`config.mk`:
```
export PLATFORM = sky130hd
export DESIGN_NAME = video_out_core
export DESIGN_NICKNAME = d
export VERILOG_FILES = /design/src/common/dvi_pkg.sv /design/src/hw/video_out_core.sv /design/src/hw/dvi_tx/dvi_tx_parallel.sv /design/src/hw/dvi_tx/tmds_encoder.sv /design/src/hw/dvi_tx/dvi_timing.sv /design/src/hw/test_pattern_gen.sv
export SDC_FILE = /design/constraint.sdc
export NUM_CORES = 1
export LEC_CHECK = 0
export BUFFER_PORTS_ARGS = -buffer_cell sky130_fd_sc_hd__buf_2
export CELL_PAD_IN_SITES_DETAIL_PLACEMENT = 0
export CELL_PAD_IN_SITES_GLOBAL_PLACEMENT = 1
export CORE_ASPECT_RATIO = 0.6
export CORE_MARGIN = 2
export CORE_UTILIZATION = 45
export CTS_CLUSTER_DIAMETER = 50
export CTS_CLUSTER_SIZE = 30
export DETAILED_ROUTE_END_ITERATION = 8
export PLACE_DENSITY_LB_ADDON = 0.1
export SLEW_MARGIN = 20
export SYNTH_ARGS = -nofsm -noshare
export SYNTH_HDL_FRONTEND = slang
export SYNTH_HIERARCHICAL = 1
export SYNTH_SLANG_ARGS = --single-unit
export TNS_END_PERCENT = 50
```
`constraint.sdc`:
```
create_clock -name clk_dvi_pix -period 15.63 [get_ports clk_dvi_pix]
set_input_delay 0.7815 -clock clk_dvi_pix [delete_from_list [all_inputs] [get_ports clk_dvi_pix]]
set_output_delay 0.7815 -clock clk_dvi_pix [all_outputs]
set_load 0.05 [all_outputs]
```
`src/common/dvi_pkg.sv`:
```
package dvi_pkg;

	// ----------------------------------------
	// 640x480p60 raster timing

	localparam int H_ACTIVE_PIXELS = 640;
	localparam int H_FRONT_PORCH   = 16;
	localparam int H_SYNC_WIDTH    = 96;
	localparam int H_BACK_PORCH    = 48;
	localparam int H_TOTAL         = H_ACTIVE_PIXELS + H_FRONT_PORCH
		+ H_SYNC_WIDTH + H_BACK_PORCH;

	localparam int V_ACTIVE_LINES = 480;
	localparam int V_FRONT_PORCH  = 10;
	localparam int V_SYNC_WIDTH   = 2;
	localparam int V_BACK_PORCH   = 33;
	localparam int V_TOTAL        = V_ACTIVE_LINES + V_FRONT_PORCH
		+ V_SYNC_WIDTH + V_BACK_PORCH;

	// Sync windows, end is exclusive
	localparam int H_SYNC_START = H_ACTIVE_PIXELS + H_FRONT_PORCH;
	localparam int H_SYNC_END   = H_SYNC_START + H_SYNC_WIDTH;
	localparam int V_SYNC_START = V_ACTIVE_LINES + V_FRONT_PORCH;
	localparam int V_SYNC_END   = V_SYNC_START + V_SYNC_WIDTH;

	localparam logic H_SYNC_POLARITY = 1'b0; // Active low
	localparam logic V_SYNC_POLARITY = 1'b0;

	// ----------------------------------------
	// Widths and TMDS control symbols

	localparam int W_COLOUR = 8;
	localparam int W_TMDS   = 10;
	localparam int W_CTR    = 11;

	localparam logic [W_TMDS-1:0] TMDS_CTRL_00 = 10'b1101010100;
	localparam logic [W_TMDS-1:0] TMDS_CTRL_01 = 10'b0010101011;
	localparam logic [W_TMDS-1:0] TMDS_CTRL_10 = 10'b0101010100;
	localparam logic [W_TMDS-1:0] TMDS_CTRL_11 = 10'b1010101011;

	typedef struct packed {
		logic [W_COLOUR-1:0] r;
		logic [W_COLOUR-1:0] g;
		logic [W_COLOUR-1:0] b;
	} rgb_t;

	typedef struct packed {
		logic hsync; // Line level, polarity applied
		logic vsync;
		logic den;   // High in the active region
	} sync_t;

	typedef struct packed {
		logic [W_TMDS-1:0] ch2;
		logic [W_TMDS-1:0] ch1;
		logic [W_TMDS-1:0] ch0;
	} tmds_t;

	// Control symbol for {c1, c0}
	function automatic logic [W_TMDS-1:0] tmds_ctrl_symbol(input logic [1:0] ctrl);
		case (ctrl)
			2'b00:   return TMDS_CTRL_00;
			2'b01:   return TMDS_CTRL_01;
			2'b10:   return TMDS_CTRL_10;
			default: return TMDS_CTRL_11;
		endcase
	endfunction

endpackage
```
`src/hw/video_out_core.sv`:
```
`timescale 1ns/10ps

module video_out_core (
	input  logic           clk_dvi_pix,
	input  logic           rst_n_dvi_pix,
	output dvi_pkg::tmds_t o_tmds
);

	import dvi_pkg::*;

	// ----------------------------------------
	// Pattern source to transmitter

	rgb_t rgb;
	logic rgb_rdy; // Level, high on active pixels

	test_pattern_gen pattern_inst (
		.clk_dvi_pix   (clk_dvi_pix),
		.rst_n_dvi_pix (rst_n_dvi_pix),
		.i_rgb_rdy     (rgb_rdy),
		.o_rgb         (rgb)
	);

	// Symbols leave one cycle after their pixel
	dvi_tx_parallel dvi_tx_inst (
		.clk_dvi_pix   (clk_dvi_pix),
		.rst_n_dvi_pix (rst_n_dvi_pix),
		.i_rgb         (rgb),
		.o_rgb_rdy     (rgb_rdy),
		.o_tmds        (o_tmds)
	);

endmodule

```
`src/hw/dvi_tx/dvi_tx_parallel.sv`:
```
`timescale 1ns/10ps

module dvi_tx_parallel (
	input  logic           clk_dvi_pix,
	input  logic           rst_n_dvi_pix,
	input  dvi_pkg::rgb_t  i_rgb,
	output logic           o_rgb_rdy,
	output dvi_pkg::tmds_t o_tmds
);

	import dvi_pkg::*;

	sync_t             sync;
	logic [W_TMDS-1:0] sym0;
	logic [W_TMDS-1:0] sym1;
	logic [W_TMDS-1:0] sym2;

	dvi_timing timing_inst (
		.clk_dvi_pix   (clk_dvi_pix),
		.rst_n_dvi_pix (rst_n_dvi_pix),
		.o_sync        (sync)
	);

	assign o_rgb_rdy = sync.den; // Pixel taken on every active cycle

	// ----------------------------------------
	// Channel encoders, syncs ride on blue

	tmds_encoder #(
		.IDLE_CTRL (2'b11) // Both syncs inactive
	) enc0 (
		.clk_dvi_pix   (clk_dvi_pix),
		.rst_n_dvi_pix (rst_n_dvi_pix),
		.i_data        (i_rgb.b),
		.i_ctrl        ({sync.vsync, sync.hsync}),
		.i_den         (sync.den),
		.o_symbol      (sym0)
	);

	tmds_encoder enc1 (
		.clk_dvi_pix   (clk_dvi_pix),
		.rst_n_dvi_pix (rst_n_dvi_pix),
		.i_data        (i_rgb.g),
		.i_ctrl        (2'b00),
		.i_den         (sync.den),
		.o_symbol      (sym1)
	);

	tmds_encoder enc2 (
		.clk_dvi_pix   (clk_dvi_pix),
		.rst_n_dvi_pix (rst_n_dvi_pix),
		.i_data        (i_rgb.r),
		.i_ctrl        (2'b00),
		.i_den         (sync.den),
		.o_symbol      (sym2)
	);

	assign o_tmds = '{ch2: sym2, ch1: sym1, ch0: sym0};

endmodule

```
`src/hw/dvi_tx/tmds_encoder.sv`:
```
`timescale 1ns/10ps

module tmds_encoder #(
	parameter logic [1:0] IDLE_CTRL = 2'b00 // Control pair shown while in reset
) (
	input  logic                         clk_dvi_pix,
	input  logic                         rst_n_dvi_pix,
	input  logic [dvi_pkg::W_COLOUR-1:0] i_data,
	input  logic [1:0]                   i_ctrl,
	input  logic                         i_den,
	output logic [dvi_pkg::W_TMDS-1:0]   o_symbol
);

	import dvi_pkg::*;

	logic [3:0]          n1_data;
	logic                use_xnor;
	logic [W_COLOUR:0]   q_m;      // Bit 8 flags XOR (1) or XNOR (0)
	logic [3:0]          n1_qm;
	logic signed [4:0]   diff_qm;  // Ones minus zeros over q_m[7:0]

	logic signed [4:0]   disp_q;
	logic signed [4:0]   disp_d;
	logic [W_TMDS-1:0]   symbol_d;

	// ----------------------------------------
	// Stage 1, transition minimising

	always_comb begin
		n1_data = '0;
		for (int i = 0; i < W_COLOUR; i++) begin
			n1_data = n1_data + 4'(i_data[i]);
		end
		use_xnor = (n1_data > 4'd4) || (n1_data == 4'd4 && !i_data[0]);

		q_m[0] = i_data[0];
		for (int i = 1; i < W_COLOUR; i++) begin
			q_m[i] = use_xnor ? ~(q_m[i-1] ^ i_data[i]) : (q_m[i-1] ^ i_data[i]);
		end
		q_m[W_COLOUR] = ~use_xnor;

		n1_qm = '0;
		for (int i = 0; i < W_COLOUR; i++) begin
			n1_qm = n1_qm + 4'(q_m[i]);
		end
		diff_qm = 5'(signed'({1'b0, n1_qm, 1'b0}) - 6'sd8); // 2*n1 - 8
	end

	// ----------------------------------------
	// Stage 2, DC balance

	always_comb begin
		if (!i_den) begin
			symbol_d = tmds_ctrl_symbol(i_ctrl);
			disp_d   = '0;                          // Blanking restarts the balance
		end else if (disp_q == 5'sd0 || diff_qm == 5'sd0) begin
			// No bias either way, bit 9 records the choice
			symbol_d = {~q_m[8], q_m[8], q_m[8] ? q_m[7:0] : ~q_m[7:0]};
			disp_d   = q_m[8] ? disp_q + diff_qm : disp_q - diff_qm;
		end else if (disp_q[4] == diff_qm[4]) begin
			// Word would push further the same way, so invert
			symbol_d = {1'b1, q_m[8], ~q_m[7:0]};
			disp_d   = disp_q + (q_m[8] ? 5'sd2 : 5'sd0) - diff_qm;
		end else begin
			symbol_d = {1'b0, q_m[8], q_m[7:0]};
			disp_d   = disp_q - (q_m[8] ? 5'sd0 : 5'sd2) + diff_qm;
		end
	end

	always_ff @(posedge clk_dvi_pix or negedge rst_n_dvi_pix) begin
		if (!rst_n_dvi_pix) begin
			o_symbol <= tmds_ctrl_symbol(IDLE_CTRL);
			disp_q   <= '0;
		end else begin
			o_symbol <= symbol_d;
			disp_q   <= disp_d;
		end
	end

	// ----------------------------------------
	// Checks

	a_disp_bounded: assert property (
		@(posedge clk_dvi_pix) disable iff (!rst_n_dvi_pix)
		(disp_q >= -5'sd8) && (disp_q <= 5'sd8)
	) else $error("running disparity out of range: %0d", disp_q);

endmodule

```
`src/hw/dvi_tx/dvi_timing.sv`:
```
`timescale 1ns/10ps

module dvi_timing (
	input  logic           clk_dvi_pix,
	input  logic           rst_n_dvi_pix,
	output dvi_pkg::sync_t o_sync
);

	import dvi_pkg::*;

	logic [W_CTR-1:0] h_ctr;
	logic [W_CTR-1:0] v_ctr;

	logic h_wrap;
	logic v_wrap;

	logic h_active;
	logic v_active;
	logic h_in_sync;
	logic v_in_sync;

	// ----------------------------------------
	// Raster counters, free running

	assign h_wrap = h_ctr == W_CTR'(H_TOTAL - 1);
	assign v_wrap = v_ctr == W_CTR'(V_TOTAL - 1);

	always_ff @(posedge clk_dvi_pix or negedge rst_n_dvi_pix) begin
		if (!rst_n_dvi_pix) begin
			h_ctr <= '0;
		end else if (h_wrap) begin
			h_ctr <= '0;
		end else begin
			h_ctr <= h_ctr + 1'b1;
		end
	end

	// Line count steps once per full line
	always_ff @(posedge clk_dvi_pix or negedge rst_n_dvi_pix) begin
		if (!rst_n_dvi_pix) begin
			v_ctr <= '0;
		end else if (h_wrap) begin
			if (v_wrap) begin
				v_ctr <= '0;
			end else begin
				v_ctr <= v_ctr + 1'b1;
			end
		end
	end

	// ----------------------------------------
	// Region decode

	// Active region comes first in each line and frame
	assign h_active = h_ctr < W_CTR'(H_ACTIVE_PIXELS);
	assign v_active = v_ctr < W_CTR'(V_ACTIVE_LINES);

	// Sync sits between front and back porch
	assign h_in_sync = (h_ctr >= W_CTR'(H_SYNC_START)) && (h_ctr < W_CTR'(H_SYNC_END));
	assign v_in_sync = (v_ctr >= W_CTR'(V_SYNC_START)) && (v_ctr < W_CTR'(V_SYNC_END));

	always_comb begin
		o_sync.hsync = h_in_sync ? H_SYNC_POLARITY : ~H_SYNC_POLARITY;
		o_sync.vsync = v_in_sync ? V_SYNC_POLARITY : ~V_SYNC_POLARITY;
		o_sync.den   = h_active && v_active;
	end

	// ----------------------------------------
	// Checks

	a_den_outside_sync: assert property (
		@(posedge clk_dvi_pix) disable iff (!rst_n_dvi_pix)
		o_sync.den |-> (o_sync.hsync != H_SYNC_POLARITY) && (o_sync.vsync != V_SYNC_POLARITY)
	) else $error("data enable overlaps a sync pulse");

endmodule

```
`src/hw/test_pattern_gen.sv`:
```
`timescale 1ns/10ps

module test_pattern_gen (
	input  logic          clk_dvi_pix,
	input  logic          rst_n_dvi_pix,
	input  logic          i_rgb_rdy,
	output dvi_pkg::rgb_t o_rgb
);

	import dvi_pkg::*;

	logic [W_CTR-1:0] h_ctr;
	logic [W_CTR-1:0] v_ctr;
	logic [W_CTR-1:0] frame_ctr;

	logic h_last;
	logic v_last;

	assign h_last = h_ctr == W_CTR'(H_ACTIVE_PIXELS - 1);
	assign v_last = v_ctr == W_CTR'(V_ACTIVE_LINES - 1);

	// ----------------------------------------
	// Position within the visible picture

	always_ff @(posedge clk_dvi_pix or negedge rst_n_dvi_pix) begin
		if (!rst_n_dvi_pix) begin
			h_ctr     <= '0;
			v_ctr     <= '0;
			frame_ctr <= '0;
		end else if (i_rgb_rdy) begin // Only step on pixels actually taken
			if (h_last) begin
				h_ctr <= '0;
				if (v_last) begin
					v_ctr     <= '0;
					frame_ctr <= frame_ctr + 1'b1; // Moves the pattern
				end else begin
					v_ctr <= v_ctr + 1'b1;
				end
			end else begin
				h_ctr <= h_ctr + 1'b1;
			end
		end
	end

	// Gradients scroll with the frame count, low bits kept
	always_comb begin
		o_rgb.r = W_COLOUR'((h_ctr + frame_ctr) << 2);
		o_rgb.g = W_COLOUR'((v_ctr + frame_ctr) << 2);
		o_rgb.b = W_COLOUR'(frame_ctr);
	end

	// ----------------------------------------
	// Checks

	a_h_in_range: assert property (
		@(posedge clk_dvi_pix) disable iff (!rst_n_dvi_pix)
		h_ctr <= W_CTR'(H_ACTIVE_PIXELS - 1)
	) else $error("pattern pixel counter past end of line");

endmodule

```
* After elaboration in Yosys (flattened, before gate mapping)
Cells that the tools add are included.
Word-level totals: logic and storage cells 218, output and inout port bits 30, input bits 2, flip-flop bits (word level) 100
Operators by class: bitwise operators 44, add/sub/neg operators 64, $lt $le $gt $ge 9, multiplexer cells 58, reduce and logical (&&, ||, !) cells 20, eq/ne operators 12
Operator list (number):
- $mux 10 | 9
- $add 4x1->4 | 18
- $mux 5 | 12
- $add 11x1->11 const B | 5
- $mux 11 | 4
- $eq 11x10->1 const B | 3
- $add 5x5->5 | 6
- $logic_not 5->1 | 6
- $pmux 10 s3 | 1
- $sub 5x5->5 | 6
- $add 3x1->4 | 6
- $mux 8 | 3
- $not 8->8 | 3
- $mux 1 | 23
- $lt 11x10->1 const B | 2
- $lt 11x9->1 const B | 2
- $not 1->1 | 22
- $xor 1x1->1 | 19
- $add 2x1->3 | 6
- $add 5x3->5 | 3
- $sub 5x3->5 | 3
- $sub 5x4->5 const B | 3
- $add 1x1->2 | 6
- $add 6x6->6 | 2
- other kinds (15) | 34

* Logic depth before layout (Yosys ltp)
Gate-level depths: netlist (run 1).
word-level depth 35, mapped depth 33, mapped depth without buffers 33

* Hierarchy
The synthesis (run 1) kept the hierarchy.
Modules (own cells, without submodules):
- test_pattern_gen | cells each 187, sequential area each 750.7 um^2, area each 1948.1 um^2, times used 1
- tmds_encoder (dvi_tx_inst.enc1) | cells each 170, sequential area each 356.6 um^2, area each 1785.5 um^2, times used 1
- tmds_encoder (dvi_tx_inst.enc0) | cells each 180, sequential area each 357.8 um^2, area each 1736.7 um^2, times used 1
- tmds_encoder (dvi_tx_inst.enc2) | cells each 180, sequential area each 356.6 um^2, area each 1735.4 um^2, times used 1
- dvi_timing | cells each 116, sequential area each 550.5 um^2, area each 1167.4 um^2, times used 1
- dvi_tx_parallel | cells each 1, sequential area each 0.0 um^2, area each 3.8 um^2, times used 1

* Least setup slack after synthesis (run 1)
OpenSTA, ideal clock, no wires.
path kind register to register, from reg pattern_inst.frame_ctr[0], to reg dvi_tx_inst.enc1.disp_q[4], library setup time 0.159 ns, cell stages (with the launch flop) 32, data arrival time 7.871 ns, buffers on the path 0, period minus slack after synthesis 8.030 ns, setup slack 7.600 ns, data required time 15.471 ns, cells stage by stage dfrtp_1 -> ha_1 -> inv_1 -> fa_1 -> inv_1 -> inv_1 -> fa_1 -> fa_1 -> fa_1 -> inv_1 -> ha_1 -> fa_1 -> xor2_1 -> a22oi_4 -> inv_4 -> xnor2_1 -> fa_1 -> fa_1 -> inv_1 -> fa_1 -> ha_1 -> fa_1 -> inv_1 -> ha_1 -> inv_1 -> ha_1 -> a21o_1 -> a21oi_1 -> xnor2_1 -> nor2_1 -> a211oi_1 -> a311oi_1
RTL lines:
- from (decl) | line test_pattern_gen.sv:14 | logic [W_CTR-1:0] frame_ctr;
- from (signal assigned) | line test_pattern_gen.sv:35 | frame_ctr <= frame_ctr + 1'b1;
- to (signal assigned) | line tmds_encoder.sv:76 | disp_q <= disp_d;
- to (decl) | line tmds_encoder.sv:22 | logic signed [4:0] disp_q;

==> implementation parameters, run 1 <==
Parameter                              Value

Setup path
  Worst reg2reg path startpoint    pattern_inst/frame_ctr[0]
  Capture point of the worst path    dvi_tx_inst/enc1/disp_q[4]
  Endpoint of the lowest-slack register-to-register path    dvi_tx_inst/enc1/disp_q[4]
  Number of stages on the worst setup path    30
  Startpoint of the worst setup timing path    pattern_inst/frame_ctr[0]
  Critical path buffers and inverters    7
  Largest delay contributor family on the critical path    adder cells
  Cell at the slowest stage of the critical path    sky130_fd_sc_hd__dfrtp_1
  Crit path launch type    flip-flop
  Worst Path Class, Setup    flip-flop to flip-flop
  Data arrival time of the critical path    8780 ps
  Reg-to-reg slack, setup    7050 ps
  Element type at the critical path end    flip-flop
  Most frequent cell on the critical path    sky130_fd_sc_hd__fa_1
  R2R cell count    30
  Worst path required time    15,840 ps
  Crit-path max FO    9
  Largest stage delay on the critical path    ~550 ps

Cells and area
  Fin nets    1,002
  Area Overhead vs Synth    8.20%
  Ratio of cells with drive above 1 in the final layout    12.0%
  ANT cells    0
  Share of the core filled with cells in the final layout    49.9%

Power and ir drop
  Largest vdd supply drop    approximately 0.19 mV
  Leakage component of the power    4.56 nW
  Power per Cell Area    211 nW/um^2

Clock tree
  Bufs on Longest Clock Path    2
  Clock tree from TritonCTS    built
  Number of gates given a new drive strength after cts    0
  Htree depth    3
  Cell at the root of the clock tree    sky130_fd_sc_hd__clkbuf_16
  Post-CTS Setup Repair Bufs    0
  Number of hold-repair buffers added at the cts stage    0
  Clock-pin slew on the worst setup and hold paths    80 ps
  Num CTS Buffers    9
  Clk Latency, worst-skew pair    360 ps
  Clock sinks    94

Global routing
  First-pass GRT wire length    29.3 mm
  Initial antenna violation count    0
  Largest net degree at the start of global routing    between 60 and 70
  Vias in the first global route    5,806
  Overflow left after global routing    0
  GRT Resource Usage Total    18.5%

Timing
  Fraction of the cycle the final worst path needs    54.9%
  Final hold violation count    0
  Min Tclk post-route    roughly 8600 ps
  Number of pins exceeding their max-slew limit in the final report    0
  Slew at the pin with the worst max-slew slack    763 ps
  Setup repair after global routing missed its margin    no
  Worst clock skew    12.8 ps
  Maximum frequency from static timing analysis    roughly 120 MHz
  Setup TNS Final    0 ps
  Final-report setup violation count    0
  Worst slew slack as a fraction of its limit    49.2%

Drt
  Drt pass-1 iters    4
  Routed wire per std cell    15.2 um
  WL met1    about 9.6 mm
  Via/cell ratio    between 5 and 6
  Vias    5,681
  Final routed wirelength across all metal layers    roughly 17 mm
  Highest metal layer used by the detailed router    met4
  Initial drt markers    262
  Met3 wire len    549 um
  Remaining number of nets flagged by the antenna check after routing    0
  Met2 routed wirelength    between 6 and 7 mm
  Remaining DRCs    0

Floorplanning
  Die Area    19,800 um^2
  Number of top-level pins    32
  Die Width    approximately 180 um
  Area of the core region    ~18,000 um^2
  Initial Utilization    46.1%
  Row count    38
  Y dimension of the die    110 um

Logic synthesis
  Fraction of the mapped netlist area in compound gates    10.9%
  Register bit count reported by yosys    94
  Number of flops mapped to enable cells by yosys    0
  Synth Area in XOR/XNOR    about 16%
  Proportion of synthesized chip area in sequential cells    28.3%
  Cell type contributing the most total cell area after synthesis    sky130_fd_sc_hd__dfrtp_1
  Unique masters post-synth    74
  Fraction of the mapped netlist area in simple logic gates    13.3%
  Area share of the largest cell type after synthesis    a little under a quarter
  Combinational family with the most area after synthesis    adder cells
  Ys flop type    sky130_fd_sc_hd__dfrtp_1
  Syn Std Cell Area    8380 um^2
  FFs w/ async S/R, synth    100%
  Mux cell area share after synthesis    1.45%
  Adder-cell share of the synthesized area    22.9%
  Most instantiated library cell after synthesis    sky130_fd_sc_hd__inv_1
  Syn_area_per_cell    10.0 um^2
  Leading post-synthesis cells by instance count    120 x sky130_fd_sc_hd__inv_1, 88 x sky130_fd_sc_hd__ha_1, 78 x sky130_fd_sc_hd__dfrtp_1, 73 x sky130_fd_sc_hd__xnor2_1, 51 x sky130_fd_sc_hd__xor2_1
  Top cells by area, synth    sky130_fd_sc_hd__dfrtp_1 23%, sky130_fd_sc_hd__ha_1 13%, sky130_fd_sc_hd__fa_1 9.8%
  Synthesized instance count    834
  Total of warnings raised by yosys    6

Outcome
  Status    completed

Hold path
  Path type of the worst min-delay path    input pin to asynchronous set/reset pin

Run
  Max-cap viol count    0

Place
  Input/output buffers    31
  Detail Placement HPWL    13.3 mm
  Final estimated routing congestion in global placement    0.848
==> worst min path at each step <==
stage / from / to / slack, ps / cells past startpoint
after CTS: rst_n_dvi_pix / dvi_tx_inst/enc2/o_symbol[7] / 390 / 1
after global routing: rst_n_dvi_pix / dvi_tx_inst/enc2/o_symbol[7] / 410 / 1
after detailed placement: pattern_inst/v_ctr[8] / pattern_inst/v_ctr[8] / 460 / 1
after global placement: pattern_inst/h_ctr[10] / pattern_inst/h_ctr[10] / 450 / 1
after floorplan: pattern_inst/v_ctr[8] / pattern_inst/v_ctr[8] / 430 / 1
final: rst_n_dvi_pix / dvi_tx_inst/enc2/o_symbol[7] / 380 / 1
==> where the power goes <==
group          switching (mW)  internal (mW)  total (mW)
combinational           0.779          0.588        1.37
clock                   0.108          0.116       0.224
sequential             0.0201          0.305       0.325
==> per-layer routing <==
metal,track usage [%],vias up
met4,3.86,0
met3,3.71,14
met1,29.1,2735
li1,-,2849
met2,25.9,83
met5,0,-
==> flip-flops by register name, summed over array words and instances, names as in the netlist <==
register,count
dvi_tx_inst/enc2/disp_q,4
pattern_inst/h_ctr,11
dvi_tx_inst/timing_inst/h_ctr,11
dvi_tx_inst/enc2/o_symbol,10
dvi_tx_inst/enc1/o_symbol,10
dvi_tx_inst/enc0/o_symbol,10
dvi_tx_inst/timing_inst/v_ctr,11
dvi_tx_inst/enc0/disp_q,4
dvi_tx_inst/enc1/disp_q,4
pattern_inst/frame_ctr,8
pattern_inst/v_ctr,11
==> placed cells by master (no fill, tap or decap), drive strengths merged, types with 27 or more instances in the layout <==
master	synthesis	layout
inv	122	126
ha	88	88
xnor2	79	79
dfrtp	78	78
xor2	54	54
fa	41	41
nand2	39	39
nor2	37	37
a21o	36	36
buf	13	33
o21ai	31	31
nand3	27	27
==> kinds of logic after synthesis <==
| logic type | Yosys count |
|---|---|
| other | 2 |
| adders and majority gates | 129 |
| buffers and inverters | 143 |
| DFF | 94 |
| and+or+nand+nor | 188 |
| AOI/OAI and AO/OA | 135 |
| xor gates and xnor gates | 133 |
| muxes | 10 |
==> cell type report <==
class                      instances  area, um^2
clock buffer                      10         239
clock inverter                     6        52.6
fill                            1725        9100
inverter                         122         460
multi-input combinational        611        5470
sequential                        94        2370
tap                              240         300
timing repair buffer              33         173
==> per-stage QoR <==
stage                     hold WS (ps)  instance area, um^2  total power [mW]  setup WS, ps  std cells
after floorplan                    434                 8430              1.42          7600        848
after global placement             453                 8770              1.67          7230       1100
after detailed placement           460                 8770              1.69          6990       1100
after CTS                          389                 9060              1.93          6970       1116
after global routing               405                 9060              2.11          6560       1116
final                              379                 9060              1.92          7050       1116
(Power assumes the default switching activity.)
==> inputs of run 2 (changes only) <==
--- a/config.mk
+++ b/config.mk
@@ -5,12 +5,13 @@
 export SDC_FILE = /design/constraint.sdc
 export NUM_CORES = 1
 export LEC_CHECK = 0
+export ABC_AREA = 1
 export BUFFER_PORTS_ARGS = -buffer_cell sky130_fd_sc_hd__buf_2
 export CELL_PAD_IN_SITES_DETAIL_PLACEMENT = 0
 export CELL_PAD_IN_SITES_GLOBAL_PLACEMENT = 1
 export CORE_ASPECT_RATIO = 0.6
 export CORE_MARGIN = 2
-export CORE_UTILIZATION = 45
+export CORE_UTILIZATION = 43
 export CTS_CLUSTER_DIAMETER = 50
 export CTS_CLUSTER_SIZE = 30
 export DETAILED_ROUTE_END_ITERATION = 8
==> constraint.sdc (replaced) <==
create_clock -name clk_dvi_pix -period 7 [get_ports clk_dvi_pix]
set_input_delay 0.35 -clock clk_dvi_pix [delete_from_list [all_inputs] [get_ports clk_dvi_pix]]
set_output_delay 0.35 -clock clk_dvi_pix [all_outputs]
set_load 0.05 [all_outputs]
==> run 2 against run 1 <==
Net effect: core utilization rose by 9.9 points; sequential cell count did not move; the flow now finishes with violations (negative hold slack, negative setup slack); hold slack got worse by 400 ps; worst setup slack got worse by 7900 ps; synthesized area rose by 13%.
==> implementation parameters, run 2 <==
Parameter                              Value

Outcome
  Status    finished with violations (was completed)
  Failing checks    negative hold slack, negative setup slack

Clock tree
  Bufs on Longest Clock Path    2 (unchanged)
  Htree depth    3 (unchanged)
  Clock sinks    94 (unchanged)
  Clk Latency, worst-skew pair    370 ps (was 360 ps)
  Clock-pin slew on the worst setup and hold paths    70 ps (was 80 ps)
  Num CTS Buffers    9 (unchanged)
  Clock tree from TritonCTS    built (unchanged)
  Cell at the root of the clock tree    sky130_fd_sc_hd__clkbuf_16 (unchanged)

Cells and area
  Ratio of cells with drive above 1 in the final layout    35.1% (was 12.0%)
  Share of the core filled with cells in the final layout    59.8% (was 49.9%)
  Fin nets    1,621 (was 1,002)
  Most frequent cells in the layout    253 x sky130_fd_sc_hd__nand2_1, 204 x sky130_fd_sc_hd__buf_4, 168 x sky130_fd_sc_hd__inv_1, 105 x sky130_fd_sc_hd__nand3_1, 77 x sky130_fd_sc_hd__dfrtp_1 (was 120 x sky130_fd_sc_hd__inv_1, 88 x sky130_fd_sc_hd__ha_1, 78 x sky130_fd_sc_hd__dfrtp_1, 73 x sky130_fd_sc_hd__xnor2_1, 51 x sky130_fd_sc_hd__xor2_1)
  ANT cells    0 (unchanged)
  Area Overhead vs Synth    35.0% (was 8.20%)
  Most common cell after layout, fill and taps aside    sky130_fd_sc_hd__nand2_1 (was sky130_fd_sc_hd__inv_1)
  Summed area of non-filler cells in the final layout    12,700 um^2 (was 9060 um^2)
  Count of non-filler cells in the finished layout    1,774 (was 1,116)

Global routing
  Vias in the first global route    8,290 (was 5,806)
  Initial antenna violation count    0 (unchanged)
  Largest net degree at the start of global routing    54 (was 61)
  First-pass GRT wire length    42.1 mm (was 29.3 mm)
  Overflow left after global routing    0 (unchanged)
  GRT Resource Usage Total    22.8% (was 18.5%)

Logic synthesis
  Synthesized instance count    1,230 (was 834)
  Register bit count reported by yosys    94 (unchanged)
  Top cells by area, synth    sky130_fd_sc_hd__dfrtp_1 21%, sky130_fd_sc_hd__ha_1 12%, sky130_fd_sc_hd__nand2_1 11% (was sky130_fd_sc_hd__dfrtp_1 23%, sky130_fd_sc_hd__ha_1 13%, sky130_fd_sc_hd__fa_1 9.8%)
  Unique masters post-synth    50 (was 74)
  Synth Area in XOR/XNOR    5.01% (was 15.9%)
  Adder-cell share of the synthesized area    20.4% (was 22.9%)
  Proportion of synthesized chip area in sequential cells    25.1% (was 28.3%)
  Fraction of the mapped netlist area in compound gates    8.45% (was 10.9%)
  Cell type contributing the most total cell area after synthesis    sky130_fd_sc_hd__dfrtp_1 (unchanged)
  Syn_area_per_cell    7.67 um^2 (was 10.0 um^2)
  Leading post-synthesis cells by instance count    272 x sky130_fd_sc_hd__nand2_1, 191 x sky130_fd_sc_hd__inv_1, 119 x sky130_fd_sc_hd__nand3_1, 88 x sky130_fd_sc_hd__ha_1 (was 120 x sky130_fd_sc_hd__inv_1, 88 x sky130_fd_sc_hd__ha_1, 78 x sky130_fd_sc_hd__dfrtp_1, 73 x sky130_fd_sc_hd__xnor2_1, 51 x sky130_fd_sc_hd__xor2_1)
  Ys flop type    sky130_fd_sc_hd__dfrtp_1 (unchanged)
  Most instantiated library cell after synthesis    sky130_fd_sc_hd__nand2_1 (was sky130_fd_sc_hd__inv_1)
  FFs w/ async S/R, synth    100% (unchanged)
  Number of flops mapped to enable cells by yosys    0 (unchanged)
  Syn Std Cell Area    9430 um^2 (was 8380 um^2)
  Combinational family with the most area after synthesis    simple AND/OR/NAND/NOR gates (was adder cells)
  Fraction of the mapped netlist area in simple logic gates    31.6% (was 13.3%)
  Mux cell area share after synthesis    0% (was 1.45%)
  Total of warnings raised by yosys    6 (unchanged)
  Area share of the largest cell type after synthesis    20.7% (was 23.3%)

Timing
  Final setup slack of the worst path    -882 ps (was 7050 ps)
  Fraction of the cycle the final worst path needs    113% (was 54.9%)
  Setup repair after global routing missed its margin    yes (was no)
  Worst Hold Margin    -16.7 ps (was 379 ps)
  Final-report setup violation count    39 (was 0)
  Worst slew slack as a fraction of its limit    55.6% (was 49.2%)
  Maximum frequency from static timing analysis    127 MHz (was 117 MHz)
  Slew at the pin with the worst max-slew slack    665 ps (was 763 ps)
  Number of pins exceeding their max-slew limit in the final report    0 (unchanged)
  Setup TNS Final    -24,010 ps (was 0 ps)
  Final hold violation count    2 (was 0)
  Worst clock skew    11.0 ps (was 12.8 ps)
  Min Tclk post-route    7880 ps (was 8580 ps)

Drt
  Final routed wirelength across all metal layers    25.4 mm (was 17.0 mm)
  Vias    8,661 (was 5,681)
  Via/cell ratio    4.88 (was 5.09)
  Initial drt markers    564 (was 262)
  Routed wire per std cell    14.3 um (was 15.2 um)
  Remaining number of nets flagged by the antenna check after routing    0 (unchanged)
  Highest metal layer used by the detailed router    met4 (unchanged)
  Met2 routed wirelength    10.0 mm (was 6.65 mm)
  WL met1    14.2 mm (was 9.63 mm)
  Remaining DRCs    0 (unchanged)
  Drt pass-1 iters    5 (was 4)
  Met3 wire len    1.05 mm (was 549 um)

Setup path
  R2R cell count    44 (was 30)
  Reg-to-reg slack, setup    -880 ps (was 7050 ps)
  Startpoint of the worst setup timing path    pattern_inst/frame_ctr[0] (unchanged)
  Crit path launch type    flip-flop (unchanged)
  Cell at the slowest stage of the critical path    sky130_fd_sc_hd__fa_2 (was sky130_fd_sc_hd__dfrtp_1)
  Element type at the critical path end    flip-flop (unchanged)
  Largest stage delay on the critical path    540 ps (was 550 ps)
  Worst Path Class, Setup    flip-flop to flip-flop (unchanged)
  Crit-path max FO    4 (was 9)
  Most frequent cell on the critical path    sky130_fd_sc_hd__nand2_4 (was sky130_fd_sc_hd__fa_1)
  Endpoint of the lowest-slack register-to-register path    dvi_tx_inst/enc1/disp_q[4] (unchanged)
  Data arrival time of the critical path    8130 ps (was 8780 ps)
  Worst path required time    7250 ps (was 15,840 ps)
  Capture point of the worst path    dvi_tx_inst/enc1/disp_q[4] (unchanged)
  Worst reg2reg path startpoint    pattern_inst/frame_ctr[0] (unchanged)

Power and ir drop
  Power per Cell Area    579 nW/um^2 (was 211 nW/um^2)
  Switching portion of total power    46.7% (was 47.4%)
  Cell Int Power    3.92 mW (was 1.01 mW)
  Switching power of the nets    3.44 mW (was 0.907 mW)
  Largest vdd supply drop    0.592 mV (was 0.186 mV)
  Combinational cell fraction of total power    83.4% (was 71.3%)
  Leakage component of the power    6.47 nW (was 4.56 nW)
  Overall power after layout    7.37 mW (was 1.92 mW)
  Clk network pwr share    6.7% (was 11.7%)
  Sequential share of power    9.9% (was 17.0%)

Hold path
  Path type of the worst min-delay path    input pin to asynchronous set/reset pin (unchanged)

Place
  Final estimated routing congestion in global placement    0.886 (was 0.848)
  Input/output buffers    31 (unchanged)
  Placed cells    1,722 (was 1,100)
  Placed cell area    11,400 um^2 (was 8770 um^2)
  Detail Placement HPWL    19.3 mm (was 13.3 mm)
  Placement Setup Slack    -1100 ps (was 6990 ps)

Floorplanning
  Die Area    23,200 um^2 (was 19,800 um^2)
  Y dimension of the die    119 um (was 110 um)
  Row count    41 (was 38)
  Die Width    195 um (was 180 um)
  Number of top-level pins    32 (unchanged)
  Initial Utilization    44.3% (was 46.1%)
  Area of the core region    21,300 um^2 (was 18,200 um^2)

Run
  Max-cap viol count    0 (unchanged)
[run 2: logic make-up after synthesis]
family | after synthesis
other | 2
DFF | 94
AOI/OAI and AO/OA | 132
and+or+nand+nor | 604
buffers and inverters | 215
adders and majority gates | 129
xor gates and xnor gates | 54
[run 2: layer usage]
metal | vias up | track usage [%]
met5 | - | 0
met4 | 0 | 3.96
met3 | 23 | 3.91
met2 | 170 | 31.9
met1 | 4004 | 36.3
li1 | 4464 | -
[run 2: worst min path at each step]
stage	from	to	slack, ps	cells after the start
6_report	rst_n_dvi_pix	dvi_tx_inst/enc2/o_symbol[1]	-20	1
5_1_grt	rst_n_dvi_pix	dvi_tx_inst/enc2/o_symbol[1]	30	1
4_1_cts	rst_n_dvi_pix	dvi_tx_inst/enc2/o_symbol[1]	4	1
3_5_place_dp	rst_n_dvi_pix	dvi_tx_inst/enc2/o_symbol[1]	400	1
3_3_place_gp	rst_n_dvi_pix	dvi_tx_inst/enc2/o_symbol[1]	400	1
2_1_floorplan	rst_n_dvi_pix	dvi_tx_inst/enc0/disp_q[1]	50	0
[run 2: final cells by class]
type                            instances  area, um^2
Sequential cell                        94        2370
Inverter                              198         753
Clock buffer                           11         243
Clock inverter                          5        43.8
Multi-Input combinational cell        935        7090
Timing Repair Buffer                  252        1880
Fill cell                            1925        8560
Tap cell                              279         349
[run 2: critical path, delay by kind of cell (launching register included)]
family / cells / cell delay, ps
AO/OA/AOI/OAI: 5 / 690
XOR/XNOR: 1 / 110
adder cells (fa/ha/maj): 13 / 4770
buffers and inverters: 8 / 410
flip-flops: 1 / 480
AND/OR/NAND/NOR: 17 / 1310
[run 2: timing repair]
item,in CTS,in global routing
hold buffers,0,0
setup endpoints to repair,39,39
resized for setup,134,64
gates cloned,0,0
pin swaps,76,44
buffers inserted,26,12
[run 2: power groups by stage]
| stage | combinational [mW] | clock [mW] | sequential [mW] |
|---|---|---|---|
| 6_report | 6.14 | 0.494 | 0.727 |
| 3_3_place_gp | 4.67 | 0 | 0.736 |
| 5_1_grt | 6.78 | 0.532 | 0.736 |
| 2_1_floorplan | 3.00 | 0 | 0.926 |
| 3_5_place_dp | 4.74 | 0 | 0.735 |
| 4_1_cts | 5.62 | 0.514 | 0.727 |
